## src/common/fb_cfg.svh

```systemverilog
// framebuffer display configuration
// framebuffer geometry and scale, 640x480 timing, pipeline latency, host address map
`ifndef FB_CFG_SVH
`define FB_CFG_SVH

// framebuffer geometry
`define FB_WIDTH    160  // pixels per framebuffer row
`define FB_HEIGHT   120  // framebuffer rows
`define FB_SCALE    4    // each pixel shown as a 4x4 block

// horizontal timing in clocks
`define H_ACTIVE    640
`define H_FP        16
`define H_SYNC      96
`define H_BP        48

// vertical timing in lines
`define V_ACTIVE    480
`define V_FP        10
`define V_SYNC      2
`define V_BP        33

`define PIPE_LAT    3    // coordinates to registered dvi outputs
`define PAL_SEL_BIT 17   // pixel word index needs bits 16..2, palette sits above it

`endif
```

## src/framebuffer/fb_mem.sv

```systemverilog
// simple dual-port memory, one write port and one registered read port
// word type is a parameter so the same block holds pixel indices or colours
`timescale 1ns/1ps
`default_nettype none

module fb_mem #(
    parameter type word_t = logic [7:0],
    parameter int depth = 256
) (
    input  wire logic                     clk_sys,
    input  wire logic                     we,
    input  wire logic [$clog2(depth)-1:0] waddr,
    input  wire word_t                    wdata,
    input  wire logic [$clog2(depth)-1:0] raddr,
    output word_t                         rdata
);

    word_t mem [depth];

    // start blank, no image file
    initial begin
        for (int i = 0; i < depth; i++) begin
            mem[i] = '0;
        end
    end

    always_ff @(posedge clk_sys) begin
        if (we) mem[waddr] <= wdata;  // host side
    end

    // display side, one clock read latency
    always_ff @(posedge clk_sys) begin
        rdata <= mem[raddr];
    end

endmodule

`default_nettype wire

```

## config.mk

```make
export PLATFORM = sky130hd
export DESIGN_NAME = fb_mem
export DESIGN_NICKNAME = d
export VERILOG_FILES = /design/src/common/fb_cfg.svh /design/src/framebuffer/fb_mem.sv
export SDC_FILE = /design/constraint.sdc
export NUM_CORES = 2
export LEC_CHECK = 0
export ABC_CLOCK_PERIOD_IN_PS = 2600
export BUFFER_PORTS_ARGS = -buffer_cell sky130_fd_sc_hd__buf_2
export CAP_MARGIN = 10
export CORE_ASPECT_RATIO = 1.2
export CORE_MARGIN = 2
export CORE_UTILIZATION = 63
export CTS_CLUSTER_DIAMETER = 50
export CTS_CLUSTER_SIZE = 14
export DETAILED_ROUTE_END_ITERATION = 10
export GPL_TIMING_DRIVEN = 0
export PLACE_DENSITY_LB_ADDON = 0.1
export SYNTH_ARGS = -nofsm -noshare
export SYNTH_HDL_FRONTEND = slang
export SYNTH_SLANG_ARGS = --single-unit
```

## constraint.sdc

```tcl
create_clock -name clk_sys -period 2.6 [get_ports clk_sys]
set_input_delay 0.39 -clock clk_sys [delete_from_list [all_inputs] [get_ports clk_sys]]
set_output_delay 0.39 -clock clk_sys [all_outputs]
set_load 0.05 [all_outputs]
```

==> reports/metrics.yaml <==
run_status:
  status: "finished with violations"
  violations: "setup timing"
timing:
  fin_crit_ns: 2.87
  max-slew-margin-rel: 0.0307
  tns_ns: -22.17
  fmax_mhz: 348
  worst_pin_slew_ns: 1.45
  finClkSkew_ns: 0.0235
  drv_slew: 0
  whs_ns: 0.0203
  setup_ws_ns: -0.272
  hold_viol_final: 0
  finalSetupViolations: 408
  period_share: 1.10
  rsz0062_at_grt: "yes"
critical_path:
  start_kind: "primary input"
  cp_cell_sequence: "clkbuf_1, nor2b_1, clkbuf_1, nand3_1, clkbuf_2, nor2_1"
  required_ns: 3.04
  crit_fanout: 11
  worst_path_max_delay_cell: "nor2_1"
  cp_common_cell: "clkbuf_1"
  cp-end-kind: "register"
  slowest_delay_ns: 0.85
  path_class: "in -> reg"
  worstPathArrival_ns: 3.32
final_layout:
  syn_to_final_growth_pct: 11.8
  stdcell_area_mm2: 0.0889
  layout_commonest_cell: "edfxtp_1"
  layout_common_cells: "2048 x edfxtp_1, 454 x mux4_2, 182 x clkbuf_16, 148 x nor2_1, 134 x mux2i_1"
  nets: 3999
  drive_gt1_frac: 0.280
power_and_ir_drop:
  p_seq_frac: 0.562
  internal-power_mw: 50.8
  clock_power_share: 0.373
  combinationalPowerShare: 0.065
  switching_share: 0.218
  ir_drop_v: 0.000815
  p_switching_mw: 14.2
  p_leak_nw: 27.3
  power_density_mw_per_mm2: 731
routing:
  dr.pass1.iters: 5
  drtAntennaViolNets: 0
  routedWlPerCell_um: 41.9
  via_per_inst: 7.34
  drtIter0Drc: 7288
  routed_wirelength_mm: 238
  drcViolationCount: 0
  vias: 41800
grt:
  grtUsageTotal: 0.379
  gr-total-overflow: 0
  antenna_found_initial: 12
  grt_pass1_vias: 41300
  grt_pass1_wl_mm: 326
  grt_start_max_net_pins: 157
die:
  die_height_um: 393
  io_pins: 34
  row_count: 142
  initial_core_util: 0.636
  dieArea_mm2: 0.129
  core_mm2: 0.125
  die_w_um: 328
synth:
  yosysSeqAreaShare: 0.775
  synth_cell_types: 55
  synth_compound_area_frac: 0.0342
  avgSynthCellArea_um2: 21.3
  muxShareOfSynthArea: 0.146
  synth_top_family_by_area: "multiplexers"
  synth-edff-count: 2048
  synth_adder_area_share: 0
  async_flop_share: 0
  synth_cells: 3733
  yosys_warnings: 0
  ys_ff_latch: 2056
  netlist_area_mm2: 0.0796
  synthFlopType: "edfxtp_1"
  synth-simple-area-share: 0.0263
  syn_nets: 3759
  yosys.area_share.xor_xnor: 0
place:
  portBuffers: 26
  placed_area_mm2: 0.0824
  post-dp-hpwl_mm: 161
  routabilityCongestion: 0.964
  dp_slack_ns: -2.54
clocking:
  cts_tree: "built"
  clock_sinks: 2056
  clock_latency_ns: 0.83
  clockBufferDepth: 3
  htreeDepth: 4
  cts-root-buf: "clkbuf_16"
  clk_pin_slew_worst_paths_ns: 0.06
  cts_buffers: 172
worst_hold_path:
  min_path_type: "in -> reg"
flow_run:
  cap_violations: 0
worst max-delay path: cells and delay by family:
| family | cells | cell delay (ns) |
|---|---|---|
| buffers and inverters | 3 | 1.53 |
| and+or+nand+nor | 3 | 1.37 |
through the flow:
stage	cells	util	total power, mW
3_3_place_gp	5415	0.654	41.1
4_1_cts	5675	0.707	64.9
5_1_grt	5684	0.711	66.3
6_report	5691	0.711	65.0
3_5_place_dp	5444	0.659	41.2
2_1_floorplan	3733	-	39.1
power groups by stage:
stage / Combinational (mW) / Clock, mW / Sequential, mW
4_1_cts: 4.11 / 24.2 / 36.6
5_1_grt: 4.30 / 25.4 / 36.5
3_5_place_dp: 3.91 / 0 / 37.3
3_3_place_gp: 3.70 / 0 / 37.4
2_1_floorplan: 1.77 / 0 / 37.4
6_report: 4.25 / 24.2 / 36.6
worst paths after layout:
kind              startpoint           to  slack (ns)  cells past startpoint
hold / removal      wdata[6]  mem[111][6]        0.02                      1
setup reg to reg  mem[80][0]     rdata[0]        0.02                      6
hold reg to reg   mem[33][5]     rdata[5]        1.17                      6
setup / recovery    waddr[0]   mem[49][5]       -0.27                      6
cell usage after synthesis (13+ instances only):
| cell | n | area share |
|---|---|---|
| a211oi_1 | 16 | 0.0015 |
| buf_8 | 13 | 0.0025 |
| nor2_1 | 282 | 0.013 |
| mux2i_1 | 134 | 0.017 |
| edfxtp_1 | 2048 | 0.77 |
| nor2b_1 | 31 | 0.0024 |
| mux4_2 | 454 | 0.13 |
| clkbuf_1 | 111 | 0.0052 |
| o22ai_1 | 28 | 0.0022 |
| nand3_1 | 34 | 0.0021 |
| nand2_1 | 33 | 0.0016 |
| nor3_1 | 22 | 0.0014 |
| buf_4 | 27 | 0.0025 |
| a221oi_1 | 13 | 0.0014 |
| nor4_1 | 24 | 0.0019 |
| a22oi_1 | 133 | 0.013 |
| o221ai_1 | 46 | 0.0051 |
| buf_2 | 31 | 0.0020 |
| buf_6 | 21 | 0.0030 |
| a21oi_1 | 96 | 0.0060 |
| buf_1 | 22 | 0.0010 |
kinds of logic after synthesis:
family                 Yosys count
multiplexers                   591
buffers and inverters          235
flip-flops                    2056
AND/OR/NAND/NOR                466
AO/OA/AOI/OAI                  385
final cells by class:
class	instances	area (um^2)
Antenna cell	7	17.5
Buffer	231	1690
Clock buffer	199	4630
Clock inverter	30	325
Fill cell	7383	36200
Inverter	2	7.51
Multi-Input combinational cell	1442	17600
Sequential cell	2056	61700
Tap cell	1656	2070
Timing Repair Buffer	68	897
what timing repair did:
action,in CTS,in global routing
buffers inserted,3,9
endpoints found under the hold margin,5,0
endpoints found under the setup margin,739,1021
gates resized for setup,294,142
pin swaps,6,13
gates cloned,0,0
hold buffers,1,0
registers in the layout, indices dropped and copies added, names as in the netlist:
signal	cells
mem	2048
rdata	8
per-layer routing:
metal / vias to the layer above / GRT usage / share of wire
met5: - / 0 / 0.00018
met4: 6 / 0.230 / 0.073
met3: 653 / 0.0949 / 0.12
met2: 3165 / 0.580 / 0.47
met1: 21800 / 0.499 / 0.34
li1: 16100 / - / -
Power figures use the tool's default switching activity.
