File: src/common/fb_cfg.svh
// framebuffer display configuration
// framebuffer geometry and scale, 640x480 timing, pipeline latency, host address map
`ifndef FB_CFG_SVH
`define FB_CFG_SVH

// framebuffer geometry
`define FB_WIDTH    160  // pixels per framebuffer row
`define FB_HEIGHT   120  // framebuffer rows
`define FB_SCALE    4    // each pixel shown as a 4x4 block

// horizontal timing in clocks
`define H_ACTIVE    640
`define H_FP        16
`define H_SYNC      96
`define H_BP        48

// vertical timing in lines
`define V_ACTIVE    480
`define V_FP        10
`define V_SYNC      2
`define V_BP        33

`define PIPE_LAT    3    // coordinates to registered dvi outputs
`define PAL_SEL_BIT 17   // pixel word index needs bits 16..2, palette sits above it

`endif
File: src/common/fb_pkg.sv
// types shared across the display subsystem
// pixel index, colour, memory addresses, screen coordinate, axi response codes
`default_nettype none

package fb_pkg;

    typedef logic [3:0] cidx_t;           // palette index stored per pixel
    typedef logic [11:0] colr_t;          // {r, g, b}, 4 bits per channel

    // memory addresses
    typedef logic [14:0] fb_addr_t;       // 19200 framebuffer words
    typedef logic [3:0] pal_addr_t;       // 16 palette entries

    // negative during blanking, 0..639 / 0..479 when active
    typedef logic signed [15:0] coord_t;

    // axi response codes
    localparam logic [1:0] resp_ok = 2'b00;
    localparam logic [1:0] resp_slverr = 2'b10;

endpackage

`default_nettype wire

File: src/design/pixel_output.sv
// output stage, syncs and enable delayed to meet palette colour
// blanking outside painted area, registered dvi outputs
`timescale 1ns/1ps
`default_nettype none
`include "fb_cfg.svh"

module pixel_output (
    input  wire logic           clk_sys,
    input  wire logic           rst_n,
    input  wire fb_pkg::coord_t sx,
    input  wire fb_pkg::coord_t sy,
    input  wire logic           hsync,
    input  wire logic           vsync,
    input  wire logic           de,
    input  wire fb_pkg::colr_t  pix_colr,
    output logic                dvi_hsync,
    output logic                dvi_vsync,
    output logic                dvi_de,
    output logic [3:0]          dvi_r,
    output logic [3:0]          dvi_g,
    output logic [3:0]          dvi_b
);

    localparam int DLY = `PIPE_LAT - 1;  // line buffer read + palette read

    logic paint;
    logic [DLY-1:0] hs_d;
    logic [DLY-1:0] vs_d;
    logic [DLY-1:0] de_d;
    logic [DLY-1:0] paint_d;
    fb_pkg::colr_t colr;

    assign paint = sx >= 0 && sx < `FB_WIDTH * `FB_SCALE
                   && sy >= 0 && sy < `FB_HEIGHT * `FB_SCALE;
    assign colr = (de_d[DLY-1] && paint_d[DLY-1]) ? pix_colr : '0;  // black otherwise

    always_ff @(posedge clk_sys or negedge rst_n) begin
        if (!rst_n) begin
            hs_d <= '1;
            vs_d <= '1;
            de_d <= '0;
            paint_d <= '0;
            dvi_hsync <= 1'b1;
            dvi_vsync <= 1'b1;
            dvi_de <= 1'b0;
            {dvi_r, dvi_g, dvi_b} <= '0;
        end else begin
            hs_d <= {hs_d[DLY-2:0], hsync};
            vs_d <= {vs_d[DLY-2:0], vsync};
            de_d <= {de_d[DLY-2:0], de};
            paint_d <= {paint_d[DLY-2:0], paint};
            dvi_hsync <= hs_d[DLY-1];
            dvi_vsync <= vs_d[DLY-1];
            dvi_de <= de_d[DLY-1];
            {dvi_r, dvi_g, dvi_b} <= colr;
        end
    end

endmodule

`default_nettype wire

File: config.mk
export PLATFORM = sky130hd
export DESIGN_NAME = pixel_output
export DESIGN_NICKNAME = d
export VERILOG_FILES = /design/src/common/fb_pkg.sv /design/src/design/pixel_output.sv
export VERILOG_INCLUDE_DIRS = /design/src /design/src/common
export SDC_FILE = /design/constraint.sdc
export NUM_CORES = 1
export LEC_CHECK = 0
export ABC_AREA = 1
export BUFFER_PORTS_ARGS = -buffer_cell sky130_fd_sc_hd__buf_2
export CORE_MARGIN = 2
export CORE_UTILIZATION = 39
export DETAILED_ROUTE_END_ITERATION = 8
export GPL_TIMING_DRIVEN = 1
export PLACE_DENSITY = 0.79
export SKIP_LAST_GASP = 1
export SYNTH_ARGS = -nofsm -noshare
export SYNTH_HDL_FRONTEND = slang
export SYNTH_SLANG_ARGS = --single-unit
export TNS_END_PERCENT = 100
File: constraint.sdc
create_clock -name clk_sys -period 1.2 [get_ports clk_sys]
set_input_delay 0.06 -clock clk_sys [delete_from_list [all_inputs] [get_ports clk_sys]]
set_output_delay 0.06 -clock clk_sys [all_outputs]
set_load 0.005 [all_outputs]
==> flow_metrics.env <==
export IMPL_die_area_mm2=0.002309
export IMPL_fin_crit_sh_pct=81.09
export IMPL_grt_setup_unrepaired="no"
export IMPL_cts_resized=0
export IMPL_start_util_pct=42.46
export IMPL_gp_congestion=0.6865
export IMPL_rows=15
export IMPL_die_x_um=48.06
export IMPL_wl_per_cell_um=9.228
export IMPL_netlist_instances=67
export IMPL_yosys_warnings=0
export IMPL_chipHeight_um=48.06
export IMPL_drt_total_wl_um=1495
export IMPL_numCtsBuffers=3
export IMPL_critPathMaxFanout=1
export IMPL_drt_iter0_markers=0
export IMPL_layout_setup_ws_ns=0.2269
export IMPL_cp_data_required_time_ns=1.14
export IMPL_slew_headroom_pct=68.92
export IMPL_tns_ns=0
export IMPL_drive_above_1_share_pct=44.53
export IMPL_ys_ff_latch=23
export IMPL_vias_per_cell=4.093
export IMPL_fin_cells=162
export IMPL_leakage_nw=0.7172
export IMPL_nets=187
export IMPL_portBuffers=51
export IMPL_synth_top_cells_by_area="dfrtp_1, dfstp_2, nor2_1"
export IMPL_drc=0
export IMPL_core_area_mm2=0.001783
export IMPL_antenna_found_initial=0
export IMPL_holdCritPathClass="input pin to register"
export IMPL_overflow=0
export IMPL_worst_setup_path_type="register to primary output"
export IMPL_fin_skew_ns=0.008770
export IMPL_critPathSlowestCell="dfstp_2"
export IMPL_dp_hpwl_um=1036
export IMPL_synth_avg_cell_area_um2=11.30
export IMPL_grt_usage_pct=14.05
export IMPL_max_cap_violations=0
export IMPL_dp_cells=142
export IMPL_grt_pass1_vias=585
export IMPL_root_buffer="clkbuf_4"
export IMPL_end_kind="primary output"
export IMPL_ir_worst_vdd_uv=568.1
export IMPL_synth_nets=116
export IMPL_worst_setup_path_start_kind="register"
export IMPL_worst_endpoint_arrival_ns=0.91
export IMPL_ys_seq_area_share_pct=77.02
export IMPL_power_total_mw=1.259
export IMPL_finalSetupViolCount=0
export IMPL_num_antenna_cells=0
export IMPL_status="complete, no violations"
export IMPL_pwr_density_cell_mw_per_mm2=1028
export IMPL_synth_top_cell_area_share_pct=56.20
export IMPL_ys_types=10
export IMPL_post_cts_buffers=0
export IMPL_cts_sinks=23
export IMPL_hold_viol_final=0
export IMPL_grt_max_degree=24
export IMPL_maxSlewViolCount=0
export IMPL_syn_area_um2=757.0
export IMPL_timing_fmax_ghz=1.028
export IMPL_area_growth_syn_to_layout_pct=61.82
export IMPL_place_ws_ns=0.2901
export IMPL_ioPinCount=64
export IMPL_cts_tree="done"
export IMPL_r2r_slack_ns=0.32
export IMPL_max_clock_path_buffers=2
export IMPL_cp_top_family="flip-flops"
export IMPL_grt_pass1_wl_um=2180
export IMPL_max_stage_delay_ns=0.53
export IMPL_nFillCells=145
export IMPL_finalCriticalPeriod_ns=0.9731
export IMPL_tightest_slew_ns=0.4662
export IMPL_crit_chain="buf_2"
export IMPL_vias=663
export IMPL_final_antenna_net_count=0
export IMPL_synth_top_cell_by_area="dfrtp_1"
export IMPL_drtPass1Iterations=1
export IMPL_clk_latency_ns=0.29
export IMPL_clk_pin_slew_ns=0.10
export IMPL_path_buf_inv=1
export IMPL_htree_levels=1
[repair_timing]
item	CTS	global route
hold endpoints to repair	32	0
endpoints found under the setup margin	0	0
hold buffers	16	0
[layer usage]
metal	share of wire, %	GRT usage, %
met1	34	12.02
met2	56	30.67
met3	10	2.264
met4	0	4.865
met5	0	0
[final cells by class]
| cell class | count | area, µm² | area share [%] |
|---|---|---|---|
| clock buffer | 4 | 26.28 | 2.145 |
| inverter | 13 | 48.80 | 3.984 |
| multi-input combinational | 30 | 120.1 | 9.806 |
| sequential | 23 | 583.1 | 47.60 |
| tap | 25 | 31.28 | 2.554 |
| timing repair buffer | 67 | 415.4 | 33.91 |
[where the power goes]
part / internal (mW) / switching, mW
sequential: 0.798 / 0.00422
combinational: 0.0859 / 0.0478
clock: 0.129 / 0.194
total: 1.01 / 0.246
[stage by stage]
step,hold slack (ns),cell area [µm²],utilization [%]
2_1_floorplan,-0.2356,757.0,-
3_3_place_gp,0.03278,1039,58.25
3_5_place_dp,0.03945,1039,58.25
4_1_cts,0.005488,1225,68.70
5_1_grt,0.02115,1225,68.70
6_report,0.01826,1225,68.70
[registers in the layout, indices dropped and copies added (netlist names)]
name       flops
dvi_hsync      1
dvi_g          4
de_d           2
dvi_vsync      1
dvi_b          4
paint_d        2
dvi_de         1
hs_d           2
dvi_r          4
vs_d           2
[path summary, 6_finish.rpt]
| check | cells past startpoint | endpoint | startpoint |
|---|---|---|---|
| setup reg to reg | 2 | dvi_r[1]$_DFF_PN0_ | de_d[1]$_DFF_PN0_ |
| hold / removal | 4 | paint_d[0]$_DFF_PN0_ | sy[14] |
| setup / recovery | 1 | dvi_hsync | dvi_hsync$_DFF_PN1_ |
| hold reg to reg | 0 | paint_d[1]$_DFF_PN0_ | paint_d[0]$_DFF_PN0_ |
| max in group asynchronous | 2 | vs_d[0]$_DFF_PN1_ | rst_n |
| min in group asynchronous | 2 | dvi_r[3]$_DFF_PN0_ | rst_n |
[cells by family after synthesis]
logic type	synth area share, %
AO/OA/AOI/OAI	0.6605
flip-flops	77.02
AND/OR/NAND/NOR	15.21
buffers and inverters	7.107
[synthesized netlist by cell type]
master,number
nor2_1,20
dfrtp_1,17
inv_1,13
dfstp_2,6
nand2_1,6
buf_2,1
nand3_1,1
nor2_2,1
o21ai_0,1
or2_0,1
[cells in the final DEF, fill, tap and decap left out]
cell	count
clkbuf_1	1
clkbuf_4	3
dfrtp_1	17
or2_0	1
nand3_1	1
inv_1	13
buf_2	51
dfstp_2	6
o21ai_0	1
nor2_1	20
dlygate4sd3_1	16
nand2_1	6
nor2_2	1
(Power assumes the default switching activity.)
