--- src/common/fb_cfg.svh ---
// framebuffer display configuration
// framebuffer geometry and scale, 640x480 timing, pipeline latency, host address map
`ifndef FB_CFG_SVH
`define FB_CFG_SVH

// framebuffer geometry
`define FB_WIDTH    160  // pixels per framebuffer row
`define FB_HEIGHT   120  // framebuffer rows
`define FB_SCALE    4    // each pixel shown as a 4x4 block

// horizontal timing in clocks
`define H_ACTIVE    640
`define H_FP        16
`define H_SYNC      96
`define H_BP        48

// vertical timing in lines
`define V_ACTIVE    480
`define V_FP        10
`define V_SYNC      2
`define V_BP        33

`define PIPE_LAT    3    // coordinates to registered dvi outputs
`define PAL_SEL_BIT 17   // pixel word index needs bits 16..2, palette sits above it

`endif
--- src/common/fb_pkg.sv ---
// types shared across the display subsystem
// pixel index, colour, memory addresses, screen coordinate, axi response codes
`default_nettype none

package fb_pkg;

    typedef logic [3:0] cidx_t;           // palette index stored per pixel
    typedef logic [11:0] colr_t;          // {r, g, b}, 4 bits per channel

    // memory addresses
    typedef logic [14:0] fb_addr_t;       // 19200 framebuffer words
    typedef logic [3:0] pal_addr_t;       // 16 palette entries

    // negative during blanking, 0..639 / 0..479 when active
    typedef logic signed [15:0] coord_t;

    // axi response codes
    localparam logic [1:0] resp_ok = 2'b00;
    localparam logic [1:0] resp_slverr = 2'b10;

endpackage

`default_nettype wire

--- src/design/line_scaler.sv ---
// row fetch from framebuffer into a ping-pong line buffer
// replays each row for FB_SCALE lines, each index for FB_SCALE clocks
`timescale 1ns/1ps
`default_nettype none
`include "fb_cfg.svh"

module line_scaler (
    input  wire logic           clk_sys,
    input  wire logic           rst_n,
    input  wire fb_pkg::coord_t sx,
    input  wire fb_pkg::coord_t sy,
    input  wire logic           line_start,
    input  wire logic           frame_start,
    output fb_pkg::fb_addr_t    fb_raddr,
    input  wire fb_pkg::cidx_t  fb_rdata,
    output fb_pkg::cidx_t       pix_cidx
);

    localparam int XW = $clog2(`FB_WIDTH);
    localparam int LCW = $clog2(`FB_SCALE);
    localparam int SCALED_W = `FB_WIDTH * `FB_SCALE;
    localparam int SCALED_H = `FB_HEIGHT * `FB_SCALE;
    localparam logic [XW-1:0] X_LAST = XW'(`FB_WIDTH - 1);
    localparam logic [LCW-1:0] L_LAST = LCW'(`FB_SCALE - 1);

    logic [LCW-1:0] lcnt;          // line within current framebuffer row
    logic [LCW-1:0] lcnt_next;
    logic fetch_go;                // first read of a row, on line_start
    logic fetching;                // rest of the row
    logic rd_en;
    logic swap;                    // first line of a new row
    logic [XW-1:0] fetch_x;        // fetch column
    logic [XW-1:0] wr_x;           // column of returning data
    logic wr_en;
    logic disp_bank;               // bank being replayed, other one fills
    fb_pkg::fb_addr_t row_base;    // word address of next row to fetch
    logic [XW-1:0] rd_x;           // sx / FB_SCALE
    logic [LCW-1:0] sub;           // sub-pixel count
    logic in_area;

    fb_pkg::cidx_t lbuf [2][`FB_WIDTH];

    // line -1 primes row 0, later the last line of each row fetches the next
    assign lcnt_next = (sy == -1) ? L_LAST : ((lcnt == L_LAST) ? '0 : lcnt + 1'b1);
    assign fetch_go = line_start && sy >= -1 && sy < SCALED_H - 1 && lcnt_next == L_LAST;
    assign swap = line_start && sy >= 0 && sy < SCALED_H && lcnt_next == '0;
    assign rd_en = fetch_go || fetching;
    assign fb_raddr = row_base + fb_pkg::fb_addr_t'(fetch_x);
    assign in_area = sx >= 0 && sx < SCALED_W && sy >= 0 && sy < SCALED_H;

    always_ff @(posedge clk_sys or negedge rst_n) begin
        if (!rst_n) begin
            lcnt <= '0;
            disp_bank <= 1'b0;
            fetching <= 1'b0;
            fetch_x <= '0;
            row_base <= '0;
            wr_en <= 1'b0;
            rd_x <= '0;
            sub <= '0;
        end else begin
            if (line_start) lcnt <= lcnt_next;
            if (swap) disp_bank <= !disp_bank;
            if (rd_en) begin
                if (fetch_x == X_LAST) begin  // 160 reads done
                    fetching <= 1'b0;
                    fetch_x <= '0;
                end else begin
                    fetching <= 1'b1;
                    fetch_x <= fetch_x + 1'b1;
                end
            end
            if (frame_start) begin
                row_base <= '0;
            end else if (rd_en && fetch_x == X_LAST) begin
                row_base <= row_base + fb_pkg::fb_addr_t'(`FB_WIDTH);
            end
            wr_en <= rd_en;  // matches memory read latency
            // horizontal scaling
            if (sx < 0) begin
                rd_x <= '0;
                sub <= '0;
            end else if (sub == L_LAST) begin
                sub <= '0;
                rd_x <= (rd_x == X_LAST) ? '0 : rd_x + 1'b1;  // wrap, stay in range
            end else begin
                sub <= sub + 1'b1;
            end
        end
    end

    // line buffer write and registered replay
    always_ff @(posedge clk_sys) begin
        wr_x <= fetch_x;
        if (wr_en) lbuf[!disp_bank][wr_x] <= fb_rdata;
        pix_cidx <= in_area ? lbuf[disp_bank][rd_x] : '0;  // index 0 outside image
    end

endmodule

`default_nettype wire

--- config.mk ---
export PLATFORM = sky130hd
export DESIGN_NAME = line_scaler
export DESIGN_NICKNAME = d
export VERILOG_FILES = /design/src/common/fb_pkg.sv /design/src/design/line_scaler.sv
export VERILOG_INCLUDE_DIRS = /design/src /design/src/common
export SDC_FILE = /design/constraint.sdc
export NUM_CORES = 1
export LEC_CHECK = 0
export BUFFER_PORTS_ARGS = -buffer_cell sky130_fd_sc_hd__buf_2
export CAP_MARGIN = 5
export CORE_ASPECT_RATIO = 1.75
export CORE_MARGIN = 1
export CORE_UTILIZATION = 55
export DETAILED_ROUTE_END_ITERATION = 12
export PLACE_DENSITY_LB_ADDON = 0.3
export REMOVE_ABC_BUFFERS = 1
export SETUP_SLACK_MARGIN = 0.3
export SLEW_MARGIN = 20
export SYNTH_ARGS = -nofsm -noshare
export SYNTH_HDL_FRONTEND = slang
export SYNTH_SLANG_ARGS = --single-unit
--- constraint.sdc ---
create_clock -name clk_sys -period 3.25 [get_ports clk_sys]
set_clock_uncertainty 0.15 [all_clocks]
set_input_delay 0.4875 -clock clk_sys [delete_from_list [all_inputs] [get_ports clk_sys]]
set_output_delay 0.4875 -clock clk_sys [all_outputs]
set_load 0.02 [all_outputs]
==> out/qor.yml <==
status: "complete, no violations"
max-vdd-ir-drop_mv: 0.619
wl_per_cell_um: 30.0
num_antenna_cells: 0
grt_overflow_total: 0
min_period_ns: 2.98
drt_iter0_markers: 3115
syn_area_mm2: 0.0533
port_buffers: 51
synth_ff_type: "edfxtp_1"
slowest_delay_ns: 0.44
placed_area_mm2: 0.0557
max-cap-violations: 0
relSlewSlack: 0.372
grt_start_max_net_pins: 104
synth-seq-cells: 1325
layout-drive-gt1-share: 0.202
slew_viol_final: 0
worstMarginPinSlew_ns: 0.942
dieArea_mm2: 0.0983
post_drt_via_cell_ratio: 6.52
postSynthCellCount: 2981
dieWidth_um: 237
worstPathMaxFanout: 6
worstSetupPathType: "flop to primary output"
place_ws_ns: -0.241
root_buffer: "clkbuf_16"
synth_warnings: 0
path_clk_slew_ns: 0.07
core_mm2: 0.0957
rsz0062_at_grt: "true"
drc_errors: 0
postLayoutCellArea_mm2: 0.0600
start_util: 0.557
grt_first_pass_wirelength_mm: 197
cts_num_sinks: 1325
dr.pass1.iters: 7
ys_seq_area_frac: 0.741
routed_wirelength_mm: 134
final_nets: 3213
insertion_delay_ns: 0.73
synth_cell_type_count: 69
worst_slack_ns: 0.268
synth_edf_count: 1280
p_total_uw: 35300
vias: 29100
finalHoldViolations: 0
place.detailed.hpwl_mm: 87.7
numCtsBuffers: 108
crit_arrival_ns: 2.34
clockBufferDepth: 3
grt_pass1_vias: 30300
area_growth_pct: 12.5
cts_max_level: 3
avgSynthCellArea_um2: 17.9
timing.fmax_mhz: 335
timing.hold.ws_ns: 0.0440
holdCritPathClass: "input port to flop"
cp_data_required_time_ns: 2.61
p_leak_uw: 0.0185
grt_antenna_before_repair: 1
boundaryPins: 59
n_fill_cell: 6496
ant_nets: 0
final_util: 0.627
power.density_mw_per_mm2: 588
grt_usage: 0.278
cts_tree: "yes"
period_share: 0.917
place.gp.congestion: 0.875
worst-path-buf-inv: 1
finalSetupViolations: 0
slowest_stage: "dfrtp_2"
num_rows: 150
synthArstFlopShare: 0.0249
cp_top_family: "flip-flops"
fp.dieH_um: 414
path_cells: "ha_4 > a21oi_4 > nor2b_4 > o21ai_4 > nor2_1 > xor2_1 > buf_4"
end_kind: "primary output"
cp-start-kind: "flop"
==> registers in the layout, indices dropped and copies added, names as in the netlist, 2 cells and up <==
name	cells
wr_x	8
pix_cidx	4
lcnt	2
lbuf	1280
fetch_x	8
sub	2
row_base	10
rd_x	8
==> cells in the mapped netlist, types with 3 or more instances <==
cell	count	area, um2
and3_1	3	18.8
inv_1	10	37.5
a211oi_1	28	210
o221ai_1	44	385
buf_8	13	195
o21ai_1	14	70.1
buf_2	29	145
edfxtp_1	1280	38400
mux4_2	162	3650
a221oi_1	53	464
or3_1	7	43.8
buf_6	18	203
ha_1	8	100
or4_1	6	45.0
nand3_1	41	205
buf_4	6	45.0
nor2_1	358	1340
xnor2_1	8	70.1
a31oi_1	5	31.3
mux4_1	22	578
nand4_1	21	131
a22o_1	4	35.0
nand2_1	91	342
o21ai_0	63	315
mux2i_1	292	2920
o31ai_1	6	45.0
clkbuf_1	100	375
buf_12	16	320
o21a_1	3	22.5
nor3b_1	3	22.5
nor3_1	22	110
dfrtp_1	33	826
nor2b_1	20	125
buf_1	11	41.3
a22oi_1	22	165
o22ai_1	34	213
xor2_1	9	78.8
a21oi_1	56	280
mux2_2	5	56.3
a2111oi_0	6	52.6
dfxtp_1	12	240
==> path summary, 6_finish.rpt <==
kind | startpoint | endpoint | slack, ns | cells after the start
min | sy[0] | lcnt[1] | 0.04 | 5
max | fetch_x[6] | fb_raddr[11] | 0.27 | 7
max reg2reg | disp_bank | pix_cidx[0] | 0.28 | 9
max in group asynchronous | rst_n | rd_x[0] | 1.95 | 2
min reg2reg | sub[0] | sub[0] | 0.29 | 1
min in group asynchronous | rst_n | sub[0] | 0.31 | 2
==> tightest hold or removal path: cells and delay by family <==
kind	cells	cell delay (ns)
compound gates	1	0.07
buf+inv	1	0.11
simple gates	3	0.21
==> report_power, final <==
group / switching (uW) / total, uW / internal [uW]
Sequential: 71.9 / 18800 / 18700
Combinational: 1790 / 3190 / 1400
Clock: 5960 / 13300 / 7290
Total: 7830 / 35300 / 27400
==> per-layer routing <==
metal / vias up / global-route usage / wire (um)
met4: 0 / 0.169 / 8410
met1: 15000 / 0.320 / 45100
li1: 12300 / - / -
met2: 1498 / 0.493 / 70500
met3: 360 / 0.0372 / 9870
met5: - / 0 / 0
==> timing repair <==
item,CTS,global route
hold endpoints to repair,51,0
cloned,3,2
pin swaps,4,11
endpoints found under the setup margin,114,26
hold buffers,4,0
resized for setup,52,36
buffers inserted,14,0
==> cells by family after synthesis <==
group,after synthesis,synth area share
AOI/OAI and AO/OA,361,0.0471
DFF,1325,0.741
and+or+nand+nor,585,0.0466
buffers and inverters,204,0.0256
xor gates and xnor gates,17,0.00279
muxes,481,0.135
adders and majority gates,8,0.00188
==> layout by cell type (no fill, tap or decap), types with 6 or more instances in the layout <==
| master | n |
|---|---|
| o21ai_1 | 22 |
| or4_1 | 6 |
| dfrtp_2 | 6 |
| mux4_2 | 162 |
| clkinv_1 | 17 |
| clkbuf_1 | 20 |
| clkinv_2 | 20 |
| nor2b_1 | 15 |
| clkbuf_16 | 112 |
| clkbuf_8 | 9 |
| a22oi_1 | 16 |
| a221oi_2 | 11 |
| mux4_1 | 22 |
| buf_16 | 6 |
| a22oi_2 | 6 |
| a211oi_1 | 24 |
| o21ai_0 | 51 |
| nand3_1 | 40 |
| clkinvlp_4 | 8 |
| nand4_1 | 21 |
| buf_12 | 31 |
| nor2_1 | 356 |
| a221oi_1 | 42 |
| bufinv_16 | 12 |
| inv_1 | 9 |
| a21oi_1 | 54 |
| nand2_1 | 88 |
| or3_1 | 7 |
| edfxtp_1 | 1280 |
| buf_2 | 41 |
| dfxtp_1 | 12 |
| dfrtp_1 | 25 |
| xnor2_1 | 8 |
| buf_4 | 168 |
| mux2i_1 | 291 |
| o221ai_1 | 43 |
| xor2_1 | 9 |
| nor3_1 | 22 |
| o22ai_1 | 33 |
==> layout make-up <==
cell class	instances	area, um2	area share
Clock inverter	65	667	0.0111
Timing Repair Buffer	267	2600	0.0433
Clock buffer	135	2900	0.0483
Inverter	11	41.3	0.000688
Tap cell	1216	1520	0.0254
Multi-Input combinational cell	1452	12800	0.213
Sequential cell	1325	39500	0.658
==> metrics by stage <==
stage | cells | TNS [ns]
global route | 4471 | 0
CTS | 4469 | 0
finish | 4471 | 0
floorplan | 2788 | -
global placement | 4248 | -0.156
detailed placement | 4248 | -0.241
Note: power is estimated with default switching activity, not from simulation.
