### config.mk
export PLATFORM = sky130hd
export DESIGN_NAME = fb_axil_write
export DESIGN_NICKNAME = d
export VERILOG_FILES = /design/src/common/fb_pkg.sv /design/src/framebuffer/fb_axil_write.sv
export VERILOG_INCLUDE_DIRS = /design/src /design/src/common
export SDC_FILE = /design/constraint.sdc
export NUM_CORES = 1
export LEC_CHECK = 0
export ABC_AREA = 1
export BUFFER_PORTS_ARGS = -buffer_cell sky130_fd_sc_hd__buf_2
export CAP_MARGIN = 20
export CORE_ASPECT_RATIO = 0.8
export CORE_MARGIN = 2
export CORE_UTILIZATION = 45
export DETAILED_ROUTE_END_ITERATION = 10
export PLACE_DENSITY_LB_ADDON = 0.12
export SYNTH_ARGS = -nofsm -noshare
export SYNTH_HDL_FRONTEND = slang
export SYNTH_SLANG_ARGS = --single-unit
### constraint.sdc
create_clock -name clk_sys -period 4.77 [get_ports clk_sys]
set_clock_uncertainty 0.05 [all_clocks]
set_input_delay 0.7155 -clock clk_sys [delete_from_list [all_inputs] [get_ports clk_sys]]
set_output_delay 0.7155 -clock clk_sys [all_outputs]
set_load 0.01 [all_outputs]
### src/common/fb_cfg.svh
// framebuffer display configuration
// framebuffer geometry and scale, 640x480 timing, pipeline latency, host address map
`ifndef FB_CFG_SVH
`define FB_CFG_SVH

// framebuffer geometry
`define FB_WIDTH    160  // pixels per framebuffer row
`define FB_HEIGHT   120  // framebuffer rows
`define FB_SCALE    4    // each pixel shown as a 4x4 block

// horizontal timing in clocks
`define H_ACTIVE    640
`define H_FP        16
`define H_SYNC      96
`define H_BP        48

// vertical timing in lines
`define V_ACTIVE    480
`define V_FP        10
`define V_SYNC      2
`define V_BP        33

`define PIPE_LAT    3    // coordinates to registered dvi outputs
`define PAL_SEL_BIT 17   // pixel word index needs bits 16..2, palette sits above it

`endif
### src/common/fb_pkg.sv
// types shared across the display subsystem
// pixel index, colour, memory addresses, screen coordinate, axi response codes
`default_nettype none

package fb_pkg;

    typedef logic [3:0] cidx_t;           // palette index stored per pixel
    typedef logic [11:0] colr_t;          // {r, g, b}, 4 bits per channel

    // memory addresses
    typedef logic [14:0] fb_addr_t;       // 19200 framebuffer words
    typedef logic [3:0] pal_addr_t;       // 16 palette entries

    // negative during blanking, 0..639 / 0..479 when active
    typedef logic signed [15:0] coord_t;

    // axi response codes
    localparam logic [1:0] resp_ok = 2'b00;
    localparam logic [1:0] resp_slverr = 2'b10;

endpackage

`default_nettype wire

### src/framebuffer/fb_axil_write.sv
// axi4-lite slave for host writes into framebuffer and palette
// aw and w captured independently, range-checked decode, error-only read channel
`timescale 1ns/1ps
`default_nettype none
`include "fb_cfg.svh"

module fb_axil_write (
    input  wire logic        clk_sys,
    input  wire logic        rst_n,
    // write address
    input  wire logic        awvalid,
    output logic             awready,
    input  wire logic [31:0] awaddr,
    // write data
    input  wire logic        wvalid,
    output logic             wready,
    input  wire logic [31:0] wdata,
    input  wire logic [3:0]  wstrb,
    // write response
    output logic             bvalid,
    input  wire logic        bready,
    output logic [1:0]       bresp,
    // read address and data
    input  wire logic        arvalid,
    output logic             arready,
    input  wire logic [31:0] araddr,
    output logic             rvalid,
    input  wire logic        rready,
    output logic [31:0]      rdata,
    output logic [1:0]       rresp,
    // memory write ports
    output logic             fb_we,
    output fb_pkg::fb_addr_t fb_waddr,
    output fb_pkg::cidx_t    fb_wdata,
    output logic             pal_we,
    output fb_pkg::pal_addr_t pal_waddr,
    output fb_pkg::colr_t    pal_wdata
);

    logic aw_held;                    // address captured, maybe waiting on data
    logic w_held;                     // data captured
    logic [31:2] addr_q;              // word address of held write
    fb_pkg::colr_t wdata_q;           // widest payload is a palette colour
    logic strb_q;                     // byte lane 0 enable
    logic [`PAL_SEL_BIT-3:0] widx;    // word index below the palette select bit
    logic upper_ok;
    logic fb_hit;
    logic pal_hit;
    logic do_write;

    // one outstanding write, nothing accepted while the response waits
    assign awready = !aw_held && !bvalid;
    assign wready = !w_held && !bvalid;

    assign widx = addr_q[`PAL_SEL_BIT-1:2];
    assign upper_ok = (addr_q[31:`PAL_SEL_BIT+1] == '0);  // no aliasing
    assign fb_hit = upper_ok && !addr_q[`PAL_SEL_BIT] && (widx < `FB_WIDTH * `FB_HEIGHT);
    assign pal_hit = upper_ok && addr_q[`PAL_SEL_BIT]
                     && (widx < 2 ** $bits(fb_pkg::pal_addr_t));
    assign do_write = aw_held && w_held;

    always_ff @(posedge clk_sys or negedge rst_n) begin
        if (!rst_n) begin
            aw_held <= 1'b0;
            w_held <= 1'b0;
            bvalid <= 1'b0;
            bresp <= fb_pkg::resp_ok;
            fb_we <= 1'b0;
            pal_we <= 1'b0;
        end else begin
            fb_we <= 1'b0;  // single-clock strobes
            pal_we <= 1'b0;
            if (awvalid && awready) aw_held <= 1'b1;
            if (wvalid && wready) w_held <= 1'b1;
            if (do_write) begin
                aw_held <= 1'b0;
                w_held <= 1'b0;
                bvalid <= 1'b1;
                // bad address errors, lane 0 off on a good address is a quiet no-op
                bresp <= (fb_hit || pal_hit) ? fb_pkg::resp_ok : fb_pkg::resp_slverr;
                fb_we <= fb_hit && strb_q;
                pal_we <= pal_hit && strb_q;
            end else if (bvalid && bready) begin
                bvalid <= 1'b0;
            end
        end
    end

    // held address and data, strobe targets
    always_ff @(posedge clk_sys) begin
        if (awvalid && awready) addr_q <= awaddr[31:2];
        if (wvalid && wready) begin
            wdata_q <= wdata[11:0];
            strb_q <= wstrb[0];
        end
        if (do_write) begin
            fb_waddr <= widx;
            fb_wdata <= wdata_q[3:0];  // pixel index in the low nibble
            pal_waddr <= widx[3:0];
            pal_wdata <= wdata_q;
        end
    end

    // reads always fail, memory is write-only from the host
    assign arready = !rvalid;
    assign rdata = '0;
    assign rresp = fb_pkg::resp_slverr;

    always_ff @(posedge clk_sys or negedge rst_n) begin
        if (!rst_n) begin
            rvalid <= 1'b0;
        end else if (arvalid && arready) begin
            rvalid <= 1'b1;
        end else if (rvalid && rready) begin
            rvalid <= 1'b0;
        end
    end

endmodule

`default_nettype wire

==> results of run 1 <==
-- layout by cell type, fill, tap and decap left out --
master | netlist | final
buf_2 | 0 | 92
edfxtp_1 | 70 | 70
conb_1 | 2 | 35
nand2_1 | 21 | 21
nor2_1 | 18 | 18
inv_1 | 13 | 13
clkbuf_8 | 0 | 9
dfrtp_1 | 7 | 7
o21ai_0 | 4 | 4
clkinv_2 | 0 | 3
clkbuf_1 | 0 | 2
bufinv_16 | 0 | 2
buf_16 | 0 | 2
or2_1 | 1 | 1
and2_1 | 1 | 1
nand3_1 | 1 | 1
nor3_1 | 1 | 1
nor2_2 | 1 | 1
-- metal layers --
layer | routed length (um) | global-route usage (%) | vias to the layer above
li1 | - | - | 726
met3 | 453 | 7.81 | 2
met4 | 23 | 5.39 | 0
met2 | 1970 | 18.7 | 87
met5 | 0 | 0 | -
met1 | 1560 | 13.3 | 641
-- report_power, final --
part	leakage, nW	internal (mW)	switching [mW]
clock network	0.107	0.292	0.213
registers	0.739	0.935	0.0485
logic	0.659	0.127	0.211
total	1.51	1.35	0.472
-- sequential cells by signal (all words and copies together) (netlist names), 3 cells and up --
signal	count
pal_wdata	9
fb_waddr	15
addr_q	30
fb_wdata	3
wdata_q	12
-- per-stage QoR --
stage          power [mW]  utilization [%]  area (sq um)  hold slack (ns)  instances
2_1_floorplan        1.21                -          2980            0.350        216
3_3_place_gp         1.30             53.5          3210            0.350        346
3_5_place_dp         1.31             53.5          3210            0.355        346
4_1_cts              1.82             57.0          3420            0.136        362
5_1_grt              1.93             57.9          3480            0.134        364
6_report             1.83             57.9          3480            0.152        364
-- how the worst min path moves through the flow --
| stage | startpoint | end | slack [ns] | cells after the start |
|---|---|---|---|---|
| floorplan | addr_q[2] | fb_waddr[0] | 0.35 | 0 |
| global placement | wdata_q[9] | pal_wdata[9] | 0.35 | 0 |
| detailed placement | addr_q[5] | fb_waddr[3] | 0.35 | 0 |
| CTS | rst_n | bvalid | 0.14 | 1 |
| global route | rst_n | bvalid | 0.13 | 1 |
| finish | rst_n | bvalid | 0.15 | 1 |
-- cell type report --
type	count	area share, %
flip-flops and latches	77	65.5
repair buffers	94	14.8
multi-input cells	83	9.40
clock buffers	11	3.78
well taps	81	2.92
clock inverters	5	2.16
inverters	13	1.40
-- worst max-delay path, cell delays in order, from the launching register on --
cell and delay (ns):
dfrtp_1 0.41, nor2_1 0.14, buf_2 0.15
-- cell families (layout without fill, tap and decap cells) --
logic type | Yosys count | after routing | synth area share, %
flops | 77 | 77 | 79.9
buf+inv | 56 | 123 | 13.0
simple gates | 44 | 44 | 6.14
compound gates | 4 | 4 | 0.702
other cells | 2 | 35 | 0.263
==> results_dict.tcl, run 1 <==
set metrics [dict create \
    clk_pin_slew_ns 0.07 \
    synthArstFlopShare_pct 9.09 \
    syn_area_sq_mm 0.00285 \
    synth_area_leader_cell "edfxtp_1" \
    pin_count 185 \
    seq_area_sq_mm 0.00228 \
    rr_startpoint "bvalid" \
    powerDensity_mw_per_mm2 526 \
    finalHoldViolations 0 \
    drive_gt1_share_pct 38.5 \
    synth-seq-cells 77 \
    layout_worst_path_cycle_share_pct 37.8 \
    antenna_found_initial 0 \
    grt_max_degree 31 \
    post_cts_buffers 0 \
    ys.flop_type "edfxtp_1" \
    required_ns 4.00 \
    post-route-min-period_ns 1.80 \
    n_fill_cell 502 \
    startpoint "bvalid" \
    num_antenna_cells 0 \
    hold_path.class "input port to async pin" \
    cts_buffer_depth 2 \
    die_area_sq_mm 0.00699 \
    synth_cell_types 13 \
    synth_top_area_share_pct 73.7 \
    p_leak_nw 1.51 \
    start_kind "flip-flop" \
    gp_congestion 0.660 \
    setup_tns_ns 0 \
    relSlewSlack_pct 65.1 \
    start_util_pct 47.5 \
    multi_input_area_sq_um 327 \
    gr-total-overflow 0 \
    syn_inst 183 \
    synth_edf_count 70 \
    cts-root-buf "clkbuf_8" \
    dr.first_iter.drc_count 27 \
    holdBufCountCts 0 \
    cts_tree "done" \
    cts-htree-levels 3 \
    yosysMostFrequentCell "edfxtp_1" \
    grt_setup_unrepaired "no" \
    dieWidth_um 93 \
    tightest_slew_ns 0.523 \
    area_growth_pct 21.9 \
    arrival_ns 1.04 \
    ir_worst_vdd_uv 290 \
    coreArea_sq_mm 0.00601 \
    ys_warn_count 0 \
    track_usage_pct 12.1 \
    drc 0 \
    synth_area_leaders "edfxtp_1, buf_4, dfrtp_1, nand2_1, nor2_1" \
    fmax_mhz 554 \
    reg2reg_depth 3 \
    clock-sinks 77 \
    grt_pass1_wl_mm 5.87 \
    maxCapViolCount 0 \
    io_buffer_count 92 \
    grt_pass1_vias 1237 \
    rows 25 \
    fp.dieH_um 75.2 \
    totalWireLength_mm 4.00 \
    post_drt_wl_per_cell_um 11.0 \
    slew_viol_final 0 \
    nets 385 \
    cts_made_buffers 9 \
    via_per_inst 4.00 \
    setup_violations 0 \
    final.setup.worst_slack_ns 2.97 \
    place_ws_ns 2.65 \
    dp_hpwl_mm 2.85 \
    r2r-end "wdata_q[7]" \
    drt.antenna.violating_nets 0 \
    vias 1456 \
    insertion_delay_ns 0.33 \
    ctsResizeCount 0 \
    end_kind "primary output" \
    crit_path_max_fanout 4 \
    ys_seq_area_share_pct 79.9 \
    setup.worst_path.end "wready" \
    status "complete, no violations" \
    avgSynthCellArea_sq_um 15.6 \
    synth_top_cells_by_count "edfxtp_1, buf_4, nand2_1" \
    critPathKind "flip-flop to primary output" \
    dr.pass1.iters 4 \
    ff2ff_setup_slack_ns 3.33 \
]
Power figures use the tool's default switching activity.
==> inputs of run 2 (changes only) <==
ABC_AREA = 0   (was 1)
CORE_UTILIZATION = 37   (was 45)
clock period = 1.5 ns   (was 4.77 ns; I/O delays follow)
==> results_dict.tcl, run 2 <==
set metrics [dict create \
    stdcell_area_sq_mm 0.00384 \
    avgSynthCellArea_sq_um 17.9 \
    place_ws_ns 0.152 \
    rows 28 \
    cts-htree-levels 3 \
    ff2ff_setup_slack_ns 0.16 \
    place_area_sq_mm 0.00323 \
    status "complete, no violations" \
    dr.first_iter.drc_count 39 \
    fmax_mhz 747 \
    start_util_pct 38.1 \
    ys_seq_area_share_pct 81.3 \
    yosysMostFrequentCell "edfxtp_1" \
    slew_viol_final 0 \
    post_cts_buffers 0 \
    pin_count 185 \
    synth_cell_types 20 \
    arrival_ns 1.06 \
    antenna_found_initial 0 \
    cts_buffer_depth 2 \
    synth_area_leader_cell "edfxtp_1" \
    reg2reg_depth 4 \
    powerDensity_mw_per_mm2 1560 \
    grt_setup_unrepaired "no" \
    r2r-end "bresp[1]" \
    io_buffer_count 92 \
    fp.dieH_um 81.8 \
    finalHoldViolations 0 \
    setup.worst_path.end "wready" \
    nets 398 \
    ys.flop_type "edfxtp_1" \
    dp_hpwl_mm 3.28 \
    area_growth_pct 37.0 \
    p_leak_nw 1.60 \
    cts_made_buffers 9 \
    drive_gt1_share_pct 38.9 \
    gp_congestion 0.737 \
    synthArstFlopShare_pct 9.09 \
    largest_register_ffs 30 \
    grt_pass1_vias 1470 \
    setup_violations 0 \
    crit_path_max_fanout 4 \
    layout.cells.non_filler 386 \
    clock-sinks 77 \
    track_usage_pct 12.2 \
    multi_input_area_sq_um 304 \
    synth-seq-cells 77 \
    regMostFlops "addr_q" \
    syn_area_sq_mm 0.00280 \
    rr_startpoint "addr_q[15]" \
    totalWireLength_mm 4.97 \
    die_area_sq_mm 0.00828 \
    num_antenna_cells 0 \
    cts_tree "done" \
    synth_edf_count 70 \
    required_ns 1.22 \
    final.setup.worst_slack_ns 0.161 \
    post-route-min-period_ns 1.34 \
    grt_max_degree 32 \
    dp_cells 332 \
    end_kind "primary output" \
    gr-total-overflow 0 \
    seq_area_sq_mm 0.00228 \
    hp-start "wdata[0]" \
    reg.largest.list "addr_q x30, fb_waddr x15, wdata_q x12" \
    drt.antenna.violating_nets 0 \
    critPathKind "flip-flop to primary output" \
    via_per_inst 4.10 \
    clk_pin_slew_ns 0.07 \
    ys_warn_count 0 \
    coreArea_sq_mm 0.00736 \
    synth_area_leaders "edfxtp_1, buf_4, dfrtp_1, nor4_1, nor2_1" \
    vias 1582 \
    dr.pass1.iters 4 \
    maxCapViolCount 0 \
    ctsResizeCount 0 \
    insertion_delay_ns 0.33 \
    startpoint "bvalid" \
    synth_top_area_share_pct 75.1 \
    setup_tns_ns 0 \
    n_fill_cell 632 \
    drc 0 \
    final_cell_mix "buf_2, edfxtp_1, dlygate4sd3_1, conb_1, clkbuf_8" \
    post_drt_wl_per_cell_um 12.9 \
    synth_top_cells_by_count "edfxtp_1, buf_4, dfrtp_1" \
    layout_worst_path_cycle_share_pct 89.3 \
    layout_commonest_cell "buf_2" \
    dieWidth_um 101 \
    start_kind "flip-flop" \
    syn_inst 156 \
    grt_pass1_wl_mm 7.16 \
    hold_path.class "input port to flip-flop" \
    cts-root-buf "clkbuf_8" \
    ir_worst_vdd_uv 797 \
]
==> run 2: changes by cell type after synthesis, moves of 2 or more <==
| cell | change |
|---|---|
| a21oi_1 | +2 |
| o21ai_0 | -3 |
| and2_1 | +2 |
| nand2_1 | -19 |
| nor4_1 | +5 |
| inv_1 | -9 |
| a21o_1 | +2 |
| nor2_1 | -12 |
==> run 2: where the power goes <==
group | leakage (nW) | switching, mW | internal (mW)
clock | 0.116 | 0.712 | 1.02
combinational | 0.751 | 0.655 | 0.469
sequential | 0.736 | 0.164 | 2.96
total | 1.60 | 1.53 | 4.45
==> run 2: what timing repair did <==
action	in CTS	in global routing
endpoints found under the hold margin	37	7
hold buffers	31	7
setup endpoints to repair	0	0
==> run 2: cell type report <==
cell class | count | share of cell area, %
clock inverter | 4 | 1.83
timing repair buffer | 135 | 23.5
inverter | 4 | 0.391
clock buffer | 12 | 4.04
sequential | 77 | 59.3
tap | 90 | 2.93
multi-input combinational | 64 | 7.92
==> run 2: worst min-delay path by stage <==
stage,cells past startpoint,end
after floorplan,0,aw_held
after global placement,1,bvalid
after detailed placement,1,bvalid
after CTS,1,addr_q[2]
after global routing,1,wdata_q[0]
final,1,wdata_q[0]
==> run 2: critical path: stages, from the launching register on <==
cell and delay [ns]:
dfrtp_1 0.41, nor2_1 0.17, buf_2 0.16
==> run 2: per-layer routing <==
| layer | global-route usage (%) | vias to the layer above | wire length, um | share of wire (%) |
|---|---|---|---|---|
| met1 | 14.9 | 741 | 2120 | 43 |
| li1 | - | 755 | - | - |
| met3 | 4.68 | 5 | 368 | 7.4 |
| met5 | 0 | - | 0 | 0 |
| met4 | 4.86 | 0 | 36 | 0.73 |
| met2 | 19.6 | 81 | 2440 | 49 |
==> run 2: cells by family after synthesis <==
family / count (synthesis) / synth area share [%]
other: 2 / 0.268
and+or+nand+nor: 21 / 4.25
DFF: 77 / 81.3
buffers and inverters: 48 / 12.3
AOI/OAI and AO/OA: 8 / 1.83
==> run 2: metrics by stage <==
stage          hold slack, ns  power (mW)  util, %
2_1_floorplan          -0.121        3.79        -
3_3_place_gp           0.0312        4.23     43.9
3_5_place_dp           0.0294        4.25     43.9
4_1_cts             0.0000624        6.04     51.2
5_1_grt              0.000781        6.30     52.2
6_report               0.0200        5.98     52.2
==> inputs of run 3 (changes only) <==
RECOVER_POWER = 25   (was unset)
==> results_dict.tcl, run 3 (synthesis gave the netlist of run 2 again) <==
set metrics [dict create \
    num_antenna_cells 0 \
    drt.antenna.violating_nets 0 \
    totalWireLength_mm 4.96 \
    hold_path.class "input port to flip-flop" \
    post_drt_wl_per_cell_um 12.8 \
    rows 28 \
    grt_pass1_vias 1470 \
    cp_cell_sequence "nor2_1 > buf_2" \
    cts_made_buffers 9 \
    largest_register_ffs 30 \
    cpPeakStageDelay_ns 0.41 \
    clock-sinks 77 \
    p_sw_mw 1.53 \
    dp_hpwl_mm 3.28 \
    crit_path_max_fanout 4 \
    switching_share_pct 25.6 \
    cts-root-buf "clkbuf_8" \
    powerDensity_mw_per_mm2 1560 \
    fp.dieH_um 81.8 \
    critPathKind "flip-flop to primary output" \
    nets 398 \
    final.setup.worst_slack_ns 0.160 \
    io_buffer_count 92 \
    final_cell_mix "buf_2, edfxtp_1, dlygate4sd3_1, conb_1, clkbuf_8" \
    layout_commonest_cell "buf_2" \
    crit_buf_inv 1 \
    pin_count 185 \
    gp_congestion 0.737 \
    arrival_ns 1.07 \
    regMostFlops "addr_q" \
    clkPwrFrac_pct 29.0 \
    track_usage_pct 12.2 \
    status "complete, no violations" \
    cts-htree-levels 3 \
    dr.pass1.iters 4 \
    area_growth_pct 36.9 \
    die_area_sq_mm 0.00828 \
    crit_family "flip-flops" \
    clk_pin_slew_ns 0.07 \
    reg.largest.list "addr_q x30, fb_waddr x15, wdata_q x12" \
    place_area_sq_mm 0.00323 \
    setup_tns_ns 0 \
    post_cts_buffers 0 \
    maxCapViolCount 0 \
    cts_buffer_depth 2 \
    setup_violations 0 \
    drive_gt1_share_pct 37.8 \
    start_util_pct 38.1 \
    start_kind "flip-flop" \
    grt_pass1_wl_mm 7.16 \
    dr.first_iter.drc_count 39 \
    layout_worst_path_cycle_share_pct 89.4 \
    antenna_found_initial 0 \
    fmax_mhz 746 \
    p_leak_nw 1.60 \
    required_ns 1.22 \
    grt_setup_unrepaired "no" \
    coreArea_sq_mm 0.00736 \
    combinationalPowerShare_pct 18.8 \
    end_kind "primary output" \
    stdcell_area_sq_mm 0.00383 \
    gr-total-overflow 0 \
    place_ws_ns 0.152 \
    grt_max_degree 32 \
    dieWidth_um 101 \
    holdWs_ns 0.0199 \
    internal-power_mw 4.45 \
    post-route-min-period_ns 1.34 \
    cts_tree "done" \
    finalHoldViolations 0 \
    via_per_inst 4.10 \
    ctsResizeCount 0 \
    vias 1583 \
    n_fill_cell 632 \
    ir_worst_vdd_uv 797 \
    drc 0 \
    insertion_delay_ns 0.33 \
    slew_viol_final 0 \
    cpMaxStageDelayCell "dfrtp_1" \
    pwr-share-seq_pct 52.2 \
]
## run 3: power groups by stage
stage                     combinational [mW]  sequential, mW  clock (mW)
after global placement                  1.07            3.16           0
after detailed placement                1.07            3.17           0
final                                   1.12            3.12        1.74
after global routing                    1.23            3.17        1.89
after CTS                               1.13            3.13        1.78
after floorplan                        0.542            3.24           0
## run 3: metal layers
| layer | part of all wire [%] | global-route usage, % | wire length [um] | up-vias |
|---|---|---|---|---|
| li1 | - | - | - | 755 |
| met1 | 43 | 14.9 | 2130 | 742 |
| met2 | 49 | 19.6 | 2430 | 81 |
| met3 | 7.3 | 4.68 | 363 | 5 |
| met4 | 0.73 | 4.86 | 36 | 0 |
| met5 | 0 | 0 | 0 | - |
## run 3: worst reg2reg max path: cells and delay by family, from the launching register on
| kind | cells | cell delay, ns |
|---|---|---|
| DFF | 1 | 0.41 |
| AOI/OAI and AO/OA | 1 | 0.08 |
| and+or+nand+nor | 3 | 0.68 |
## run 3: layout make-up
type	count	area (sq um)	share of cell area (%)
Inverter	4	15.0	0.392
Timing Repair Buffer	135	900	23.5
Tap cell	90	113	2.94
Clock buffer	12	155	4.05
Multi-Input combinational cell	64	304	7.93
Sequential cell	77	2280	59.4
Clock inverter	4	70.1	1.83
## run 3: final timing paths
kind                             from            to  slack [ns]  depth (start not counted)
max                            bvalid        wready        0.16                          2
min                          wdata[0]    wdata_q[0]        0.02                          1
max reg2reg                addr_q[15]      bresp[1]        0.16                          4
min reg2reg                wdata_q[6]  pal_wdata[6]        0.37                          0
max in group asynchronous       rst_n         fb_we        0.79                          2
min in group asynchronous       rst_n        bvalid        0.30                          2
## run 3: repair_timing
item,4_1_cts,5_1_grt
setup endpoints to repair,0,0
hold buffers,31,7
hold endpoints to repair,37,7
## run 3: through the flow
stage               power [mW]  utilization (%)  cells
floorplan                 3.79                -    189
global placement          4.23             43.9    332
detailed placement        4.25             43.9    332
CTS                       6.04             51.2    379
global route              6.30             52.1    386
finish                    5.98             52.1    386
